===== src/verilog/datapathPkg.sv =====
package datapathPkg;

    typedef logic [31:0] wordT;
    typedef logic [63:0] dwordT;

    // encodings follow the listed order, 0 to 12
    typedef enum logic [4:0] {
        OpAdd  = 5'd0,
        OpSub  = 5'd1,
        OpAnd  = 5'd2,
        OpOr   = 5'd3,
        OpShr  = 5'd4,
        OpShra = 5'd5,
        OpShl  = 5'd6,
        OpRor  = 5'd7,
        OpRol  = 5'd8,
        OpMul  = 5'd9,
        OpDiv  = 5'd10,
        OpNeg  = 5'd11,
        OpNot  = 5'd12
    } aluOpT;

    typedef struct packed {
        logic [15:0] gprIn;  // one per R0..R15
        logic        hiIn;
        logic        loIn;
        logic        pcIn;
        logic        marIn;
        logic        yIn;
        logic        zIn;
    } loadStrbT;

    typedef struct packed {
        logic [15:0] gprOut;
        logic        hiOut;
        logic        loOut;
        logic        zHighOut;
        logic        zLowOut;
        logic        pcOut;
        logic        mdrOut;
        logic        inPortOut;
        logic        cOut;  // constant input onto the bus
    } driveStrbT;

    typedef struct packed {
        wordT [15:0] gpr;
        wordT        hi;
        wordT        lo;
        wordT        pc;
        wordT        mar;  // not a bus source, exposed as the address
    } regSrcT;

endpackage


===== src/verilog/regBank.sv =====
`timescale 1ns/10ps

module regBank (
    input  logic                  clk,
    input  logic                  rstN,
    input  datapathPkg::loadStrbT load,
    input  datapathPkg::wordT     bus,
    output datapathPkg::regSrcT   regs
);

    // R0 behaves like any other register here
    always_ff @(posedge clk) begin
        if (!rstN) begin
            for (int i = 0; i < 16; i++) begin
                regs.gpr[i] <= '0;
            end
            regs.hi  <= '0;
            regs.lo  <= '0;
            regs.pc  <= '0;
            regs.mar <= '0;
        end else begin
            for (int i = 0; i < 16; i++) begin
                if (load.gprIn[i]) begin
                    regs.gpr[i] <= bus;
                end
            end
            if (load.hiIn) begin
                regs.hi <= bus;
            end
            if (load.loIn) begin
                regs.lo <= bus;
            end
            if (load.pcIn) begin
                regs.pc <= bus;  // incremented value comes back via zLow
            end
            if (load.marIn) begin
                regs.mar <= bus;
            end
        end
    end

    // address seen outside must not drift between loads
    assert property (@(posedge clk) (rstN && !load.marIn) |=> $stable(regs.mar))
        else $error("regBank: MAR changed without marIn");

endmodule

===== config.mk =====
export PLATFORM = sky130hd
export DESIGN_NAME = regBank
export DESIGN_NICKNAME = d
export VERILOG_FILES = /design/src/verilog/datapathPkg.sv /design/src/verilog/regBank.sv
export SDC_FILE = /design/constraint.sdc
export NUM_CORES = 1
export LEC_CHECK = 0
export ABC_AREA = 1
export BUFFER_PORTS_ARGS = -buffer_cell sky130_fd_sc_hd__buf_2
export CAP_MARGIN = 20
export CORE_AREA = 5 5 265 267
export DETAILED_ROUTE_END_ITERATION = 12
export DIE_AREA = 0 0 270 272
export GPL_TIMING_DRIVEN = 0
export PLACE_DENSITY = 0.56
export RECOVER_POWER = 100
export SYNTH_ARGS = -nofsm -noshare
export SYNTH_HDL_FRONTEND = slang
export SYNTH_SLANG_ARGS = --single-unit

===== constraint.sdc =====
create_clock -name clk -period 1.53 [get_ports clk]
set_clock_uncertainty 0.1 [all_clocks]
set_input_delay 0.0765 -clock clk [delete_from_list [all_inputs] [get_ports clk]]
set_output_delay 0.0765 -clock clk [all_outputs]
set_load 0.005 [all_outputs]

# ---- After elaboration in Yosys (flattened, before gate mapping)
# Index checks and enable logic that the tools add are counted.
dict set report word_totals {
  output_inout_bits 640
  wordCells 20
  reg_bits 640
  input_bits 56
}

# ---- Logic depth before layout (Yosys ltp)
dict set report logic_depth {
  ltp_word 0
  mapped_depth 5
  depth_no_buf 4
}

# ---- Least setup slack after synthesis
# OpenSTA, ideal clock, no wires.
dict set report synth_path {
  kind {input to register}
  start {input port rstN}
  end {register regs[100] (netlist name)}
  arrival_ns 0.591
  stages 5
  setup_slack_ns 0.726
  setup_ns 0.113
  required_ns 1.317
  path_buffers 3
  cell_sequence {buf_4 -> buf_6 -> buf_6 -> nand2_1 -> nor2_1}
}
# element line_no
set synth_lines {}
lappend synth_lines {{start, declared} regBank.sv:5} ;# input logic rstN,
lappend synth_lines {{end, declared} regBank.sv:8} ;# output datapathPkg::regSrcT regs

# ---- Final worst setup path
dict set report layout_path {
  start {register regs[433] (netlist name)}
  end {output port regs[433] (netlist name)}
}
# No word-level cell between the ends.

==> results.toml <==
[global_route]
grt-ovfl-total = 0
track_usage_pct = 26.3
antenna_found_initial = 6
grt_max_degree = 14
grt_pass1_wl_um = 147000
grt_pass1_vias = 22200

[floorplan]
rows = 96
die_w_um = 270
num_io_pins = 696
core-area_sq_um = 67900
die_h_um = 272
start_util_pct = 35.7
die_area_sq_um = 73400

[setup_path]
cp_data_arrival_time_ns = 1.25
worstRegToRegCells = 2
crit_type = "reg -> out"
path_delay_family = "flip-flops"
required_ns = 1.35
path_cells = "clkbuf_1"
endpoint_kind = "output port"
timing.rr.start = "regs[371]"
crit_fanout = 2
cpMaxStageDelayCell = "dfxtp_1"
critPathMaxStageDelay_ns = 0.33
critPathBufInv = 1
critPathLaunchType = "flip-flop"
r2r_slack_ns = 0.73
rr_endpoint = "regs[371]"

[timing]
setup_violations = 0
fin_setup_tns_ns = 0
maxSlewHeadroom_pct = 29.6
period_needed_ns = 1.43
rsz0062_at_grt = "no"
hold_viol = 0
fmax_ghz = 0.701
drv_slew = 0
finalCritPeriodShare_pct = 93.3
tightest_slew_ns = 1.06

[cells_and_area]
regMostFlops = "regs"
nets = 4331
drive_gt1_share_pct = 10.4
largest_reg_flops = 640
area_delta_synth_final_pct = 25.4
reg_top3 = "regs x640"
design_area_sq_um = 30400
n_fill_cell = 7578

[route]
viasPerCell = 4.57
post-route-drc-count = 0
top_layer_used = "met5"
drt-pass1-iter-count = 6
wl_met3_um = 9440
drtIter0Drc = 1811
met1_length_um = 39700
vias = 23800
ant_nets = 0
wl_per_cell_um = 19.4
finalWirelength_um = 101000
met2WireLength_um = 49200

[outcome]
status = "finished, final reports clean"

[synth]
synthCells = 3507
synth.cell_area_sq_um = 24300
synthDistinctLibCells = 8
ys_warn_count = 0
synth-seq-area-share_pct = 52.8
avgSynthCellArea_sq_um = 6.92
synth-seq-cells = 640
syn_nets = 3563

[placed_design]
portBuffers = 672
dp_hpwl_um = 76900
dpl-instance-area_sq_um = 28700
finalWeightedCongestion = 0.874

[cts]
clock-sinks = 640
clkLatencyLatePin_ns = 0.60
cts_root_buf = "clkbuf_16"
clk_pin_slew_ns = 0.06
cts.path.max_buffers = 3
cts_made_buffers = 72
htree_num_levels = 3
cts.repair.resized = 0
tritoncts = "built"

[power_and_ir_drop]
p_leak_uw = 0.0149
powerDensity_nw_per_um2 = 1350
ir_worst_vdd_v = 0.000804

[hold_path]
hold_end = "regs[447]"
worst_hold_startpoint = "bus[31]"
holdCritPathClass = "in -> reg"
min_path_cells = 6

[run]
maxCapViolCount = 0
where the power goes:
part	switching [uW]	internal [uW]
logic	3420	1710
clock network	7170	10400
registers	702	17800
total	11300	29900
routing by layer:
| layer | vias to the layer above | global-route usage [%] |
|---|---|---|
| li1 | 11900 | - |
| met1 | 10900 | 30.2 |
| met2 | 775 | 46.9 |
| met3 | 167 | 9.10 |
| met4 | 4 | 7.26 |
| met5 | - | 0 |
synthesized netlist by cell type:
master | number | share of area, %
clkbuf_1 | 90 | 1.4
buf_6 | 66 | 3.1
buf_2 | 105 | 2.2
nand2_1 | 1280 | 20
inv_1 | 32 | 0.50
nor2_1 | 1280 | 20
dfxtp_1 | 640 | 53
buf_4 | 14 | 0.43
repair_timing:
action / in CTS / in global routing
endpoints found under the hold margin: 568 / 0
setup buffers: 0 / 0
hold buffers: 21 / 0
final cells by class:
type	count	area (sq um)	share of cell area (%)
Multi-Input combinational cell	2560	9610	31.6
Tap cell	882	1100	3.63
Sequential cell	640	12800	42.1
Clock inverter	23	273	0.897
Antenna cell	3	7.51	0.0247
Timing Repair Buffer	694	2940	9.67
Inverter	32	120	0.395
Clock buffer	104	2090	6.88
Buffer	275	1460	4.81
worst max path at each step:
stage	startpoint	to	slack (ns)	cells past startpoint
detailed placement	bus[22]	regs[214]	-0.21	6
CTS	regs[529]	regs[529]	0.11	1
floorplan	rstN	regs[100]	0.73	5
global placement	bus[17]	regs[305]	-0.31	6
finish	regs[433]	regs[433]	0.10	1
global route	rstN	regs[446]	0.06	6
through the flow:
stage	utilization (%)	total power (uW)	instances	hold WS, ns	worst slack (ns)
floorplan	-	21600	3507	0.269	0.726
global placement	42.3	24300	5061	0.351	-0.314
detailed placement	42.3	24300	5062	0.359	-0.207
CTS	46.1	41800	5210	0.0301	0.114
global route	44.8	42900	5212	0.0816	0.0622
finish	44.8	41200	5213	0.0591	0.103
placed cells by master, fill, tap and decap left out, types with 5 or more instances in the layout:
| master | Yosys | layout |
|---|---|---|
| clkbuf_16 | 0 | 72 |
| dfxtp_1 | 640 | 640 |
| clkbuf_8 | 0 | 17 |
| buf_6 | 66 | 27 |
| buf_2 | 105 | 256 |
| clkinv_2 | 0 | 11 |
| nand2_1 | 1280 | 1280 |
| bufinv_16 | 0 | 5 |
| inv_1 | 32 | 32 |
| nor2_1 | 1280 | 1280 |
| buf_4 | 14 | 13 |
| clkbuf_2 | 0 | 43 |
| clkbuf_1 | 90 | 614 |
| dlygate4sd3_1 | 0 | 21 |
| buf_1 | 0 | 9 |
cells by family (layout without fill, tap and decap cells):
| group | after synthesis | count (layout) | synth area share, % |
|---|---|---|---|
| other | 0 | 3 | 0 |
| buffers and inverters | 307 | 1128 | 7.55 |
| AND/OR/NAND/NOR | 2560 | 2560 | 39.6 |
| flip-flops | 640 | 640 | 52.8 |
tightest hold or removal path, stage by stage:
cell      delay [ns]
buf_2           0.09
inv_1           0.04
clkbuf_1        0.28
nand2_1         0.13
nand2_1         0.04
nor2_1          0.07
(Power assumes the default switching activity.)
