<file path="config.mk">
export PLATFORM = sky130hd
export DESIGN_NAME = memIoRegs
export DESIGN_NICKNAME = d
export VERILOG_FILES = /design/src/verilog/datapathPkg.sv /design/src/verilog/memIoRegs.sv
export SDC_FILE = /design/constraint.sdc
export NUM_CORES = 1
export LEC_CHECK = 0
export ABC_AREA = 1
export ABC_CLOCK_PERIOD_IN_PS = 1200
export BUFFER_PORTS_ARGS = -buffer_cell sky130_fd_sc_hd__buf_2
export CORE_AREA = 2 2 84 86
export DETAILED_ROUTE_END_ITERATION = 10
export DIE_AREA = 0 0 86 88
export GPL_TIMING_DRIVEN = 0
export PLACE_DENSITY_LB_ADDON = 0.25
export SYNTH_ARGS = -nofsm -noshare
export SYNTH_HDL_FRONTEND = slang
export SYNTH_SLANG_ARGS = --single-unit
</file>
<file path="constraint.sdc">
create_clock -name clk -period 1.2 [get_ports clk]
set_input_delay 0.36 -clock clk [delete_from_list [all_inputs] [get_ports clk]]
set_output_delay 0.36 -clock clk [all_outputs]
set_load 0.05 [all_outputs]
</file>
<file path="src/verilog/datapathPkg.sv">
package datapathPkg;

    typedef logic [31:0] wordT;
    typedef logic [63:0] dwordT;

    // encodings follow the listed order, 0 to 12
    typedef enum logic [4:0] {
        OpAdd  = 5'd0,
        OpSub  = 5'd1,
        OpAnd  = 5'd2,
        OpOr   = 5'd3,
        OpShr  = 5'd4,
        OpShra = 5'd5,
        OpShl  = 5'd6,
        OpRor  = 5'd7,
        OpRol  = 5'd8,
        OpMul  = 5'd9,
        OpDiv  = 5'd10,
        OpNeg  = 5'd11,
        OpNot  = 5'd12
    } aluOpT;

    typedef struct packed {
        logic [15:0] gprIn;  // one per R0..R15
        logic        hiIn;
        logic        loIn;
        logic        pcIn;
        logic        marIn;
        logic        yIn;
        logic        zIn;
    } loadStrbT;

    typedef struct packed {
        logic [15:0] gprOut;
        logic        hiOut;
        logic        loOut;
        logic        zHighOut;
        logic        zLowOut;
        logic        pcOut;
        logic        mdrOut;
        logic        inPortOut;
        logic        cOut;  // constant input onto the bus
    } driveStrbT;

    typedef struct packed {
        wordT [15:0] gpr;
        wordT        hi;
        wordT        lo;
        wordT        pc;
        wordT        mar;  // not a bus source, exposed as the address
    } regSrcT;

endpackage

</file>
<file path="src/verilog/memIoRegs.sv">
`timescale 1ns/10ps

module memIoRegs (
    input  logic              clk,
    input  logic              rstN,
    input  logic              mdrIn,
    input  logic              read,
    input  logic              inPortIn,
    input  datapathPkg::wordT bus,
    input  datapathPkg::wordT memData,
    input  datapathPkg::wordT inPort,
    output datapathPkg::wordT mdr,
    output datapathPkg::wordT inPortVal
);

    always_ff @(posedge clk) begin
        if (!rstN) begin
            mdr       <= '0;
            inPortVal <= '0;
        end else begin
            if (mdrIn) begin
                mdr <= read ? memData : bus;  // read selects memory side
            end
            if (inPortIn) begin
                inPortVal <= inPort;
            end
        end
    end

endmodule

</file>
# Word-level counts from Yosys, hierarchy flattened
# Cells that the tools add are included.
# totals
ff_bits	64
output_inout_bits	64
wordCells	3
# op_classes
mux	1
# ops
operator	count
32-bit 2-to-1 mux	1

# Longest topological paths before layout
# logic_depth
word_depth	1
depth_mapped	7
ltp_nobuf	5

# Worst setup path after synthesis
# No wires, ideal clock.
# synth_path
kind	flip-flop to output port
from	register mdr[0]
to	output mdr[0]
arrival_ns	0.603
required_ns	0.840
setup_slack_ns	0.237
path_stages_with_launch	1
path_buffers	0
cell_sequence	dfxtp_1
# synth_rtl
item	line	text
from (decl)	memIoRegs.sv:12	output datapathPkg::wordT mdr,
from (signal assigned)	memIoRegs.sv:22	mdr <= read ? memData : bus;
# No word-level cell between the ends.

# Final worst setup path
# layout_path
from	register inPortVal[19]
to	output inPortVal[19]
# layout_rtl
item	line	text
from (decl)	memIoRegs.sv:13	output datapathPkg::wordT inPortVal
from (signal assigned)	memIoRegs.sv:25	inPortVal <= inPort;
# No word-level cell between the ends.

==> flow_summary.rst <==
.. list-table::
   :header-rows: 1

   * - Metric
     - Value
   * - Max-capacitance violation count
     - 0
   * - Count of antenna-violating nets left after detailed routing
     - 0
   * - CP required
     - 0.84 ns
   * - Xor/xnor cell area share of the yosys netlist
     - 0%
   * - Cell taking the most area after synthesis
     - sky130_fd_sc_hd__dfxtp_1
   * - Most common library cells after synthesis
     - 128 x sky130_fd_sc_hd__nor2_1, 86 x sky130_fd_sc_hd__nand2_1, 64 x sky130_fd_sc_hd__dfxtp_1, 33 x sky130_fd_sc_hd__inv_1
   * - Worst min path class
     - in -> reg
   * - Fill cell instance count of the final layout
     - 540
   * - Net count after synthesis
     - between 500 and 600
   * - Number of cells on the worst reg-to-reg path
     - 5
   * - Total wire length after detailed routing
     - roughly 8000 um
   * - Total count of max-transition violations in the final report
     - 0
   * - Count of standard-cell rows
     - 30
   * - Clk root buf
     - sky130_fd_sc_hd__clkbuf_8
   * - Area fraction of the dominant cell type after synthesis
     - between 40 and 50%
   * - Most used flip-flop cell after synthesis
     - sky130_fd_sc_hd__dfxtp_1
   * - Endpoint of the most critical setup path
     - inPortVal[19]
   * - Post-Synthesis Cells
     - 413
   * - Post-CTS clock slew at the launch and capture registers of the worst setup and hold paths
     - around 0.080 ns
   * - Antenna violations before repair
     - 0
   * - Setup slack of the worst register-to-register path
     - 0.38 ns
   * - Cell types with the largest area share after synthesis
     - sky130_fd_sc_hd__dfxtp_1 45%, sky130_fd_sc_hd__nor2_1 17%, sky130_fd_sc_hd__nand2_1 11%
   * - Global placement routability congestion
     - between 0.7 and 0.8
   * - Floorplan core area
     - between 6000 and 7000 sq um
   * - Worst Path Arrival
     - about 0.84 ns
   * - Pin count of the biggest net entering global routing
     - 13
   * - Asr flop ratio synth
     - 0%
   * - Largest stage delay on the critical path
     - between 0.3 and 0.4 ns
   * - List of cells traversed by the critical path
     - buf_8
   * - Status
     - complete, but fails checks
   * - Count of cell types in the netlist
     - 13
   * - Startpoint type of the worst setup path
     - register
   * - Average footprint of a synthesized cell
     - 6.856 sq um
   * - Largest clock skew in the final design
     - 0 ns
   * - Dpl hpwl
     - 5530 um
   * - GR peak layer
     - met2
   * - Clk sinks
     - 64
   * - Drt via density
     - between 4 and 5
   * - Maximum clock rate
     - between 800 and 900 MHz
   * - Number of design rule violations left after detail routing
     - 0
   * - # diodes
     - 0
   * - Count of H-tree levels built during CTS
     - 3
   * - Placed cell count
     - about 660
   * - Die width
     - about 86 um
   * - Total iterations of the first detailed-routing run
     - 4
   * - Fraction of the mapped netlist area in adder cells
     - 0%
   * - Final setup viols
     - 1
   * - Initial DRC Count
     - roughly 110
   * - Clock insertion delay at the later pin of the skew report
     - ~0.33 ns
   * - Io pins
     - about 170
   * - Cell family contributing the most delay on the critical path
     - flip-flops
   * - FF-to-FF Start
     - mdr[7]
   * - Portion of the post-synthesis area used by sequential elements
     - a little under half
   * - Minimum clock period after layout
     - 1.203 ns
   * - Non-Filler Cell Area, Final
     - between 4000 and 5000 sq um
   * - Post-Place Setup Slack
     - between 0.09 and 0.1 ns
   * - Post-synth EDFFs
     - 0
   * - Maximum count of clock buffers along a single path
     - 2
   * - Area enclosed by the die boundary
     - about 7600 sq um
   * - Number of nets in the layout
     - approximately 690
   * - Crit path kind
     - reg -> out
   * - Basic-gate share of the synthesized area counting and, or, nand and nor cells
     - a little over a third
   * - RSZ-0062 raised after global routing
     - yes
   * - Warning count from the yosys run
     - 0
   * - Capturing point of the worst reg2reg path
     - mdr[7]
   * - Transition time of the tightest slew-check pin
     - 0.1930 ns
   * - Sort of element at the end of the critical path
     - output port
   * - Portion of netlist area occupied by mux cells
     - 0%
   * - Combinational family with the most area after synthesis
     - simple AND/OR/NAND/NOR gates
   * - WP buf/inv
     - 1
   * - Standard cell with the maximum stage delay on the critical path
     - sky130_fd_sc_hd__dfxtp_2
   * - Die height
     - 88 um
   * - Final core occ
     - ~70%
   * - Wire length of the first global-routing pass
     - 12,930 um
   * - Number of gates on the worst path with buffers counted
     - 1
   * - Launching element of the worst setup path
     - inPortVal[19]
   * - Post-synth design cell area
     - approximately 2800 sq um
   * - Worst supply voltage drop on vdd
     - 891.1 uV
   * - Via count of the first global-routing pass
     - about 3,000
   * - CTS Buf Count
     - 9
   * - Placed instance area
     - around 3700 sq um
   * - Average routed wire per standard cell
     - 11.82 um
   * - Hold Fails Final Rpt
     - 0
   * - Fraction of layout cells with a size suffix above 1
     - 47.73%
   * - Reported leakage power
     - ~2.5 nW
   * - Share of the synthesized area in compound gates (AO/OA/AOI/OAI)
     - about 5.7%
   * - TritonCTS clock tree
     - done
   * - Aggregate global-route resource usage
     - 21.37%
   * - Worst max-slew margin expressed relative to the limit
     - between 80% and 90%
   * - Met2 routing resource usage after global routing
     - a little under two fifths
   * - Synth-to-layout area growth
     - 64.21%
   * - Setup TNS
     - -0.003322 ns
   * - Largest driver fanout on the critical path
     - 2
   * - Met3 track demand over resource in global routing
     - just over 6%
   * - Total number of vias
     - approximately 3,100
   * - Failing checks
     - negative setup slack
   * - Most frequently used cell type in the post-synthesis netlist
     - sky130_fd_sc_hd__nor2_1
   * - Starting density of the core
     - 42.62%
   * - Flops & latches, synth
     - 64
   * - Final instance count without filler cells
     - about 680
   * - Number of buffers inserted by port buffering
     - 162
   * - Global routing met1 resource utilization
     - about a quarter
   * - Final global-route overflow total
     - 0
   * - Share of the clock period used by the worst path after layout
     - 100.3%
   * - Power density over the cells
     - 1283 nW/um^2
   * - Final setup margin
     - -0.003322 ns
-- worst min path at each step --
| stage | cells past startpoint | to | slack (ns) | startpoint |
|---|---|---|---|---|
| 2_1_floorplan | 2 | inPortVal[0] | 0.49 | inPort[0] |
| 3_3_place_gp | 2 | inPortVal[10] | 0.47 | inPortVal[10] |
| 3_5_place_dp | 2 | inPortVal[15] | 0.48 | inPortVal[15] |
| 4_1_cts | 3 | inPortVal[1] | 0.23 | inPort[1] |
| 5_1_grt | 3 | inPortVal[8] | 0.24 | inPort[8] |
| 6_report | 3 | inPortVal[1] | 0.24 | inPort[1] |
-- report_power, final --
| group | internal, mW | total [mW] | switching, mW |
|---|---|---|---|
| Sequential | 2.31 | 2.44 | 0.129 |
| Clock | 1.02 | 1.87 | 0.851 |
| Combinational | 0.701 | 1.66 | 0.954 |
-- what timing repair did --
item,CTS,global route
endpoints found under the hold margin,0,0
hold buffers,0,0
gates resized for setup,204,39
buffers inserted,1,3
endpoints found under the setup margin,64,64
-- cells in the final DEF, fill, tap and decap left out, drive strengths merged --
cell type	n
dfxtp	64
clkinvlp	2
buf	189
inv	36
clkinv	2
nand3	32
clkbuf	13
bufinv	1
o21ai	32
nand2	96
nor2	128
-- area by class of cell --
class                   count  area (sq um)  area share [%]
repair buffers            166          1433           30.81
clock inverters             6         67.56           1.453
inverters                  35         138.9           2.987
clock buffers              10         137.6           2.960
well taps                  80         100.1           2.153
multi-input cells         288          1186           25.51
flip-flops and latches     64          1361           29.28
plain buffers              26         225.2           4.844
-- per-layer routing --
| metal | vias up | wire [um] |
|---|---|---|
| li1 | 1604 | - |
| met1 | 1379 | 3327 |
| met2 | 106 | 3913 |
| met3 | 16 | 592 |
| met4 | 0 | 144 |
| met5 | - | 0 |
-- per-stage QoR --
| step | hold slack [ns] | total power, mW |
|---|---|---|
| after floorplan | 0.4949 | 3.350 |
| after global placement | 0.4710 | 3.739 |
| after detailed placement | 0.4815 | 3.757 |
| after CTS | 0.2291 | 5.914 |
| after global routing | 0.2383 | 6.251 |
| final | 0.2414 | 5.967 |
-- state kept, by name, summed over array words and instances (netlist names) --
name and cells:
inPortVal 32, mdr 32
-- kinds of logic after synthesis --
logic type             count (synthesis)
AOI/OAI and AO/OA                     32
buffers and inverters                 61
DFF                                   64
and+or+nand+nor                      256
Power figures use the tool's default switching activity.
