File: src/verilog/datapathPkg.sv
package datapathPkg;

    typedef logic [31:0] wordT;
    typedef logic [63:0] dwordT;

    // encodings follow the listed order, 0 to 12
    typedef enum logic [4:0] {
        OpAdd  = 5'd0,
        OpSub  = 5'd1,
        OpAnd  = 5'd2,
        OpOr   = 5'd3,
        OpShr  = 5'd4,
        OpShra = 5'd5,
        OpShl  = 5'd6,
        OpRor  = 5'd7,
        OpRol  = 5'd8,
        OpMul  = 5'd9,
        OpDiv  = 5'd10,
        OpNeg  = 5'd11,
        OpNot  = 5'd12
    } aluOpT;

    typedef struct packed {
        logic [15:0] gprIn;  // one per R0..R15
        logic        hiIn;
        logic        loIn;
        logic        pcIn;
        logic        marIn;
        logic        yIn;
        logic        zIn;
    } loadStrbT;

    typedef struct packed {
        logic [15:0] gprOut;
        logic        hiOut;
        logic        loOut;
        logic        zHighOut;
        logic        zLowOut;
        logic        pcOut;
        logic        mdrOut;
        logic        inPortOut;
        logic        cOut;  // constant input onto the bus
    } driveStrbT;

    typedef struct packed {
        wordT [15:0] gpr;
        wordT        hi;
        wordT        lo;
        wordT        pc;
        wordT        mar;  // not a bus source, exposed as the address
    } regSrcT;

endpackage

File: src/verilog/busMux.sv
`timescale 1ns/10ps

module busMux (
    input  logic                  clk,
    input  logic                  rstN,
    input  datapathPkg::driveStrbT drive,
    input  datapathPkg::regSrcT   regs,
    input  datapathPkg::wordT     zHigh,
    input  datapathPkg::wordT     zLow,
    input  datapathPkg::wordT     mdr,
    input  datapathPkg::wordT     inPortVal,
    input  datapathPkg::wordT     constData,
    output datapathPkg::wordT     bus
);

    logic [23:0]       srcReq;
    logic [4:0]        srcIdx;
    logic              srcValid;
    datapathPkg::wordT srcWord [24];

    // index 0..15 are the gprs, then the special sources
    assign srcReq = {drive.cOut, drive.inPortOut, drive.mdrOut, drive.pcOut,
                     drive.zLowOut, drive.zHighOut, drive.loOut, drive.hiOut,
                     drive.gprOut};

    // encoder, lowest index wins
    always_comb begin
        srcIdx   = '0;
        srcValid = 1'b0;
        for (int i = 23; i >= 0; i--) begin
            if (srcReq[i]) begin
                srcIdx   = 5'(i);
                srcValid = 1'b1;
            end
        end
    end

    always_comb begin
        for (int i = 0; i < 16; i++) begin
            srcWord[i] = regs.gpr[i];
        end
        srcWord[16] = regs.hi;
        srcWord[17] = regs.lo;
        srcWord[18] = zHigh;
        srcWord[19] = zLow;
        srcWord[20] = regs.pc;
        srcWord[21] = mdr;
        srcWord[22] = inPortVal;
        srcWord[23] = constData;
    end

    assign bus = srcValid ? srcWord[srcIdx] : '0;  // idle bus reads zero

    // a second driver would be silently dropped by the encoder
    assert property (@(posedge clk) disable iff (!rstN) $onehot0(srcReq))
        else $error("busMux: more than one drive strobe high (%b)", srcReq);

endmodule

File: config.mk
export PLATFORM = sky130hd
export DESIGN_NAME = busMux
export DESIGN_NICKNAME = d
export VERILOG_FILES = /design/src/verilog/datapathPkg.sv /design/src/verilog/busMux.sv
export SDC_FILE = /design/constraint.sdc
export NUM_CORES = 1
export LEC_CHECK = 0
export ABC_CLOCK_PERIOD_IN_PS = 2770
export BUFFER_PORTS_ARGS = -buffer_cell sky130_fd_sc_hd__buf_2
export CORE_AREA = 8 8 331 333
export DETAILED_ROUTE_END_ITERATION = 8
export DIE_AREA = 0 0 339 341
export GPL_TIMING_DRIVEN = 0
export PLACE_DENSITY_LB_ADDON = 0.15
export SYNTH_ARGS = -nofsm -noshare
export SYNTH_HDL_FRONTEND = slang
export SYNTH_SLANG_ARGS = --single-unit
export TNS_END_PERCENT = 20
File: constraint.sdc
create_clock -name vclk -period 2.77
set_input_delay 0 -clock vclk [all_inputs]
set_output_delay 0 -clock vclk [all_outputs]
set_load 0.01 [all_outputs]
# Word level (Yosys, flattened, before mapping)
# Index checks and enable logic that the tools add are counted.
# totals
word_cells	54
output_inout_bits	32
regBits	0
input_bits	826
# op_classes
n_mux	52
bitwise_logic	1
n_lt_le_gt_ge	1
# op_table
operator	n
32-bit binary-select mux with 5-bit select	1
5-bit 2-to-1 mux	24
32-bit 2-to-1 mux	3
1-bit 2-to-1 mux	24
6-bit greater-or-equal comparator (second input constant)	1
5-bit inverter with 6-bit output	1

# Logic depth before layout (Yosys ltp)
# Gate-level depths: netlist of the first run.
# depth
ltp_word	29
depth_mapped	11
ltp_nobuf	8

# Worst setup path after synthesis of the first run
# Ideal clock, no wire load.
# synth_timing
path_kind	input to output
from	input port drive[15] (netlist bit)
to	output port bus[11]
slack_ps	576
stages	10
arrival_time_ps	2194
cell_sequence	nor2b_1 > or4_1 > a21o_1 > a22o_1 > buf_2 > buf_2 > mux2i_1 > a32oi_1 > o21ai_0 > a211oi_1
# synth_via
elab_chain_len	13
word_cells_on_any_way	21
cone_classes	mux: 20; bitwise: 1
# synth_rtl
element	line	text
start: declaration	busMux.sv:6	input datapathPkg::driveStrbT drive,
5-bit 2-to-1 mux (8 in series)	busMux.sv:31	if (srcReq[i]) begin
5-bit inverter with 6-bit output (implied by the code)	busMux.sv:52	assign bus = srcValid ? srcWord[srcIdx] : '0;
32-bit binary-select mux with 5-bit select	busMux.sv:52	
32-bit 2-to-1 mux (implied by the code) (2 in series)	busMux.sv:52	
32-bit 2-to-1 mux *	busMux.sv:52	
end: declaration	busMux.sv:13	output datapathPkg::wordT bus
# Every way passes the cells marked *; elsewhere a longest branch is shown, timed or not. The select of a mux whose other input is x is not followed.

# Final worst setup path of the first run
# layout_timing
from	input port drive[15] (netlist bit)
to	output port bus[6]
# Same word-level chain as after synthesis.

==> results of run 1 <==
==> metal layers <==
layer | track usage, % | part of all wire (%) | wire [um]
met5 | 0 | 0.13 | 152
met4 | 1.79 | 1.4 | 1610
met2 | 34.5 | 49 | 58500
met3 | 3.93 | 6.3 | 7460
met1 | 24.4 | 43 | 51300
==> per-stage QoR <==
stage / total power, mW / instance area [um^2] / hold slack, ns
6_report: 2.79 / 16200 / 0.572
5_1_grt: 3.01 / 16200 / 0.616
4_1_cts: 2.77 / 15800 / 0.596
3_5_place_dp: 2.32 / 13300 / 0.583
3_3_place_gp: 2.32 / 13200 / 0.583
2_1_floorplan: 0.901 / 7350 / 0.277
==> report_power, final <==
| group | internal, mW | switching [mW] |
|---|---|---|
| sequential | 0 | 0 |
| clock | 0.000000978 | 0 |
| combinational | 1.14 | 1.65 |
==> kinds of logic (layout without fill, tap and decap cells) <==
logic type | Yosys count | in the layout
AO/OA/AOI/OAI | 452 | 452
buffers and inverters | 183 | 1045
multiplexers | 68 | 68
other | 0 | 24
AND/OR/NAND/NOR | 635 | 635
==> repair_timing <==
action | CTS | global route
gates cloned | 6 | 2
pin swaps | 67 | 32
setup endpoints to repair | 32 | 32
buffers inserted | 23 | 3
resized for setup | 515 | 63
==> path summary, 6_finish.rpt <==
check,endpoint
hold / removal,bus[22]
setup / recovery,bus[6]
==> worst max-delay path, cell delays in order <==
cell	delay, ns
buf_8	0.10
nor2b_1	0.11
or4_1	0.47
a21o_1	0.24
a22o_4	0.33
buf_6	0.19
buf_8	0.18
nand3_1	0.10
o211ai_1	0.22
a221oi_4	0.63
a211oi_2	0.08
buf_4	0.19
==> cells in the mapped netlist, types with 2 or more instances <==
cell type  instances  area, um^2
nor4_1             5        31.3
nor2_1            15        56.3
or4_1              2        15.0
nor3_2             2        20.0
buf_2             40         200
a31oi_1           19         119
and2_1             2        12.5
buf_6              5        56.3
o21ai_1            9        45.0
a32o_1             2        20.0
nand3_1          219        1100
o211ai_1          64         480
o31ai_1           14         105
mux2i_1           66         661
o21ai_0           56         280
nor3_1            30         150
a211oi_1          33         248
inv_1             34         128
a221oi_1          30         263
buf_1              5        18.8
buf_4              6        45.0
a32oi_1           62         543
a21oi_1          118         591
and3_1             3        18.8
nor2b_1            5        31.3
a41o_1             2        20.0
o22a_1            30         263
clkbuf_1          93         349
nand2_1          349        1310
==> final cells by class <==
type                            count  area [um^2]  area share [%]
Inverter                           34          128           0.786
Multi-Input combinational cell   1155         8250            50.8
Tap cell                         1391         1740            10.7
Antenna cell                       24         60.1           0.370
Timing Repair Buffer              862         4680            28.8
Buffer                            149         1390            8.55
==> impl_metrics.yaml, run 1 <==
worst_hold_path:
  hp-class: "in2out"
  worstHoldPathCells: 6
  worstHoldStart: "regs[246]"
synth:
  synth_fp_nets: 2164
  syn_inst: 1338
  seq_area_frac_synth_pct: 0
  synth_xor_area_share_pct: 0
  synth_compound_area_share_pct: 42.2
  synth_cell_type_count: 47
  synth_top_family_by_area: "compound AO/OA/AOI/OAI gates"
  synth-adder-area-share_pct: 0
  synthMuxAreaShare_pct: 9.30
  ys_warn_count: 0
  yosys.area_share.simple_pct: 37.6
  syn-cell-area_um2: 7350
  synth_area_per_cell_um2: 5.49
floorplan:
  initial_core_util_pct: 7.04
  die_area_um2: 116000
  core_area_um2: 104000
  die_h_um: 341
  row_count: 119
  die_w_um: 339
  io_pins: 858
job:
  cap_violations: 0
finish:
  seq_cells: 0
  nFillCells: 12400
  final_common_cell: "buf_2"
  syn_to_final_growth_pct: 121
  final.clkbuf_count: 0
  nets: 3028
  seq_area_um2: 0
  final_cell_mix: "buf_2, nand2_1, nand3_1"
  instances_no_fill: 3615
  final_core_util_pct: 15.6
  drive_gt1_share_pct: 53.8
sta:
  setup_viol: 14
  hold_viol_final: 0
  rsz0062_at_grt: "true"
  fin_ws_ns: -0.141
  tns_ns: -0.783
  relSlewSlack_pct: 44.0
  fin_crit_sh_pct: 105
  clock.fmax_mhz: 343
  period_minus_slack_ns: 2.91
  worst_pin_slew_ns: 0.840
  drv_slew: 0
global_route:
  grt-ovfl-total: 0
  grt_start_max_net_pins: 11
  grt_pass1_vias: 16000
  track_usage_pct: 19.2
  antenna_found_initial: 51
  grt_pass1_wl_um: 152000
detailed_routing:
  drt_iter0_drc: 756
  finalWirelength_um: 119000
  postRouteAntennaNets: 0
  drt-vias-per-instance: 4.07
  firstDrtPassIters: 5
  wl_per_cell_um: 32.9
  via_count: 14700
  drc_errors: 0
pwr:
  p_leak_nw: 7.15
  power.density_nw_per_um2: 172
  ir_drop_mv: 0.0499
run_status:
  failed_checks: "negative setup slack"
  status: "finished with violations"
setup_path:
  end_kind: "output pin"
  worstPathArrival_ns: 2.91
  cp_max_fo: 10
  crit_required_ns: 2.77
  start_kind: "input port"
  criticalPathCategory: "in2out"
  crit_start: "drive[15]"
placement:
  pre_cts_slack_ns: -2.72
  gp_congestion: 0.821
  dp_cells: 3557
  hpwl_um: 103000
  port-buffer-count: 824
cts:
  hold_buffers: 0
(Power assumes the default switching activity.)
==> inputs of run 2 (changes only) <==
SETUP_SLACK_MARGIN = 0.1   (was unset)
==> run 2 against run 1 <==
Effect of this change:
- the run still ends with negative setup slack left
- sequential share of layout area unchanged
- die area is the same
- non-clock buffer count rose by 7
- critical endpoint is now bus[30]
- largest power group unchanged
==> impl_metrics.yaml, run 2 (synthesis results as in run 1) <==
setup_path:
  cp_max_fo: 6
  criticalPathCategory: "in2out"
  end_kind: "output pin"
  worstPathArrival_ns: 2.88
  start_kind: "input port"
  crit_required_ns: 2.77
run_status:
  status: "finished with violations"
  failed_checks: "negative setup slack"
floorplan:
  row_count: 119
  core_area_um2: 104000
  die_area_um2: 116000
  die_w_um: 339
  die_h_um: 341
  initial_core_util_pct: 7.04
  io_pins: 858
sta:
  relSlewSlack_pct: 44.4
  tns_ns: -1.10
  drv_slew: 0
  worst_pin_slew_ns: 0.835
  hold_viol_final: 0
  rsz0062_at_grt: "true"
  fin_crit_sh_pct: 104
  fin_ws_ns: -0.109
  clock.fmax_mhz: 347
  period_minus_slack_ns: 2.88
  timing.hold.ws_ns: 0.580
  setup_viol: 21
finish:
  drive_gt1_share_pct: 54.1
  nets: 3035
  syn_to_final_growth_pct: 124
  final_cell_mix: "buf_2, nand2_1, nand3_1"
  seq_area_um2: 0
  multiInputGateArea_um2: 8270
  seq_cells: 0
  final_common_cell: "buf_2"
  final_core_util_pct: 15.8
  nFillCells: 12300
  instances_no_fill: 3623
  final.clkbuf_count: 0
global_route:
  grt-ovfl-total: 0
  grt_pass1_vias: 16000
  use_met1_pct: 24.4
  grt_pass1_wl_um: 153000
  antenna_found_initial: 54
  grt_util_met2_pct: 34.8
  met3_usage_pct: 4.30
  grt_start_max_net_pins: 11
  busiest_layer: "met2"
  track_usage_pct: 19.3
detailed_routing:
  finalWirelength_um: 119000
  postRouteAntennaNets: 0
  firstDrtPassIters: 6
  drt_iter0_drc: 874
  drc_errors: 0
  wl_per_cell_um: 32.9
  drt-vias-per-instance: 4.07
  via_count: 14800
pwr:
  total_power_mw: 2.86
  power.density_nw_per_um2: 174
  ir_drop_mv: 0.0520
  p_leak_nw: 7.25
placement:
  dp_cells: 3557
  hpwl_um: 103000
  gp_congestion: 0.821
  port-buffer-count: 824
worst_hold_path:
  worstHoldStart: "regs[343]"
  min_to: "bus[23]"
  hp-class: "in2out"
  worstHoldPathCells: 6
cts:
  hold_buffers: 0
job:
  cap_violations: 0
## run 2: timing repair
item,in CTS,in global routing
gates resized for setup,550,56
pin swaps,73,25
cloned,10,1
setup endpoints to repair,32,32
buffers inserted,26,4
## run 2: worst max-delay path by stage
stage / startpoint / endpoint / slack, ns / cells past startpoint
2_1_floorplan: drive[15] / bus[11] / 0.58 / 10
3_3_place_gp: drive[8] / bus[29] / -2.69 / 10
3_5_place_dp: drive[8] / bus[29] / -2.72 / 10
4_1_cts: drive[15] / bus[29] / -0.12 / 12
5_1_grt: drive[15] / bus[24] / -0.22 / 12
6_report: drive[15] / bus[30] / -0.11 / 13
## run 2: critical path, cell delays in order
cell and delay [ns]:
buf_8 0.10, nor2b_1 0.11, or4_1 0.48, a21o_1 0.24
a22o_4 0.31, buf_12 0.17, buf_16 0.16, bufbuf_16 0.28
a21oi_1 0.16, nand3_1 0.16, a32oi_4 0.36, a211oi_1 0.10
clkbuf_4 0.21
## run 2: final cells by class
type / instances / area share (%)
buffer: 149 / 8.83
multi-input combinational: 1155 / 50.2
antenna: 25 / 0.379
tap: 1391 / 10.6
timing repair buffer: 869 / 29.3
inverter: 34 / 0.774
## run 2: where the power goes
group	switching (mW)	total (mW)	internal, mW	leakage (nW)
combinational	1.68	2.86	1.19	7.25
clock	0	0.00000111	0.00000111	0.000155
sequential	0	0	0	0
total	1.68	2.86	1.19	7.25
## run 2: stage by stage
stage | setup WS (ns) | area (um^2)
5_1_grt | -0.221 | 16500
4_1_cts | -0.120 | 16100
3_5_place_dp | -2.72 | 13300
6_report | -0.109 | 16500
3_3_place_gp | -2.69 | 13200
2_1_floorplan | 0.576 | 7350
## run 2: metal layers
layer | vias up | share of wire [%]
li1 | 6816 | -
met1 | 7170 | 43
met2 | 674 | 49
met5 | - | 0.11
met4 | 20 | 1.0
met3 | 70 | 6.9
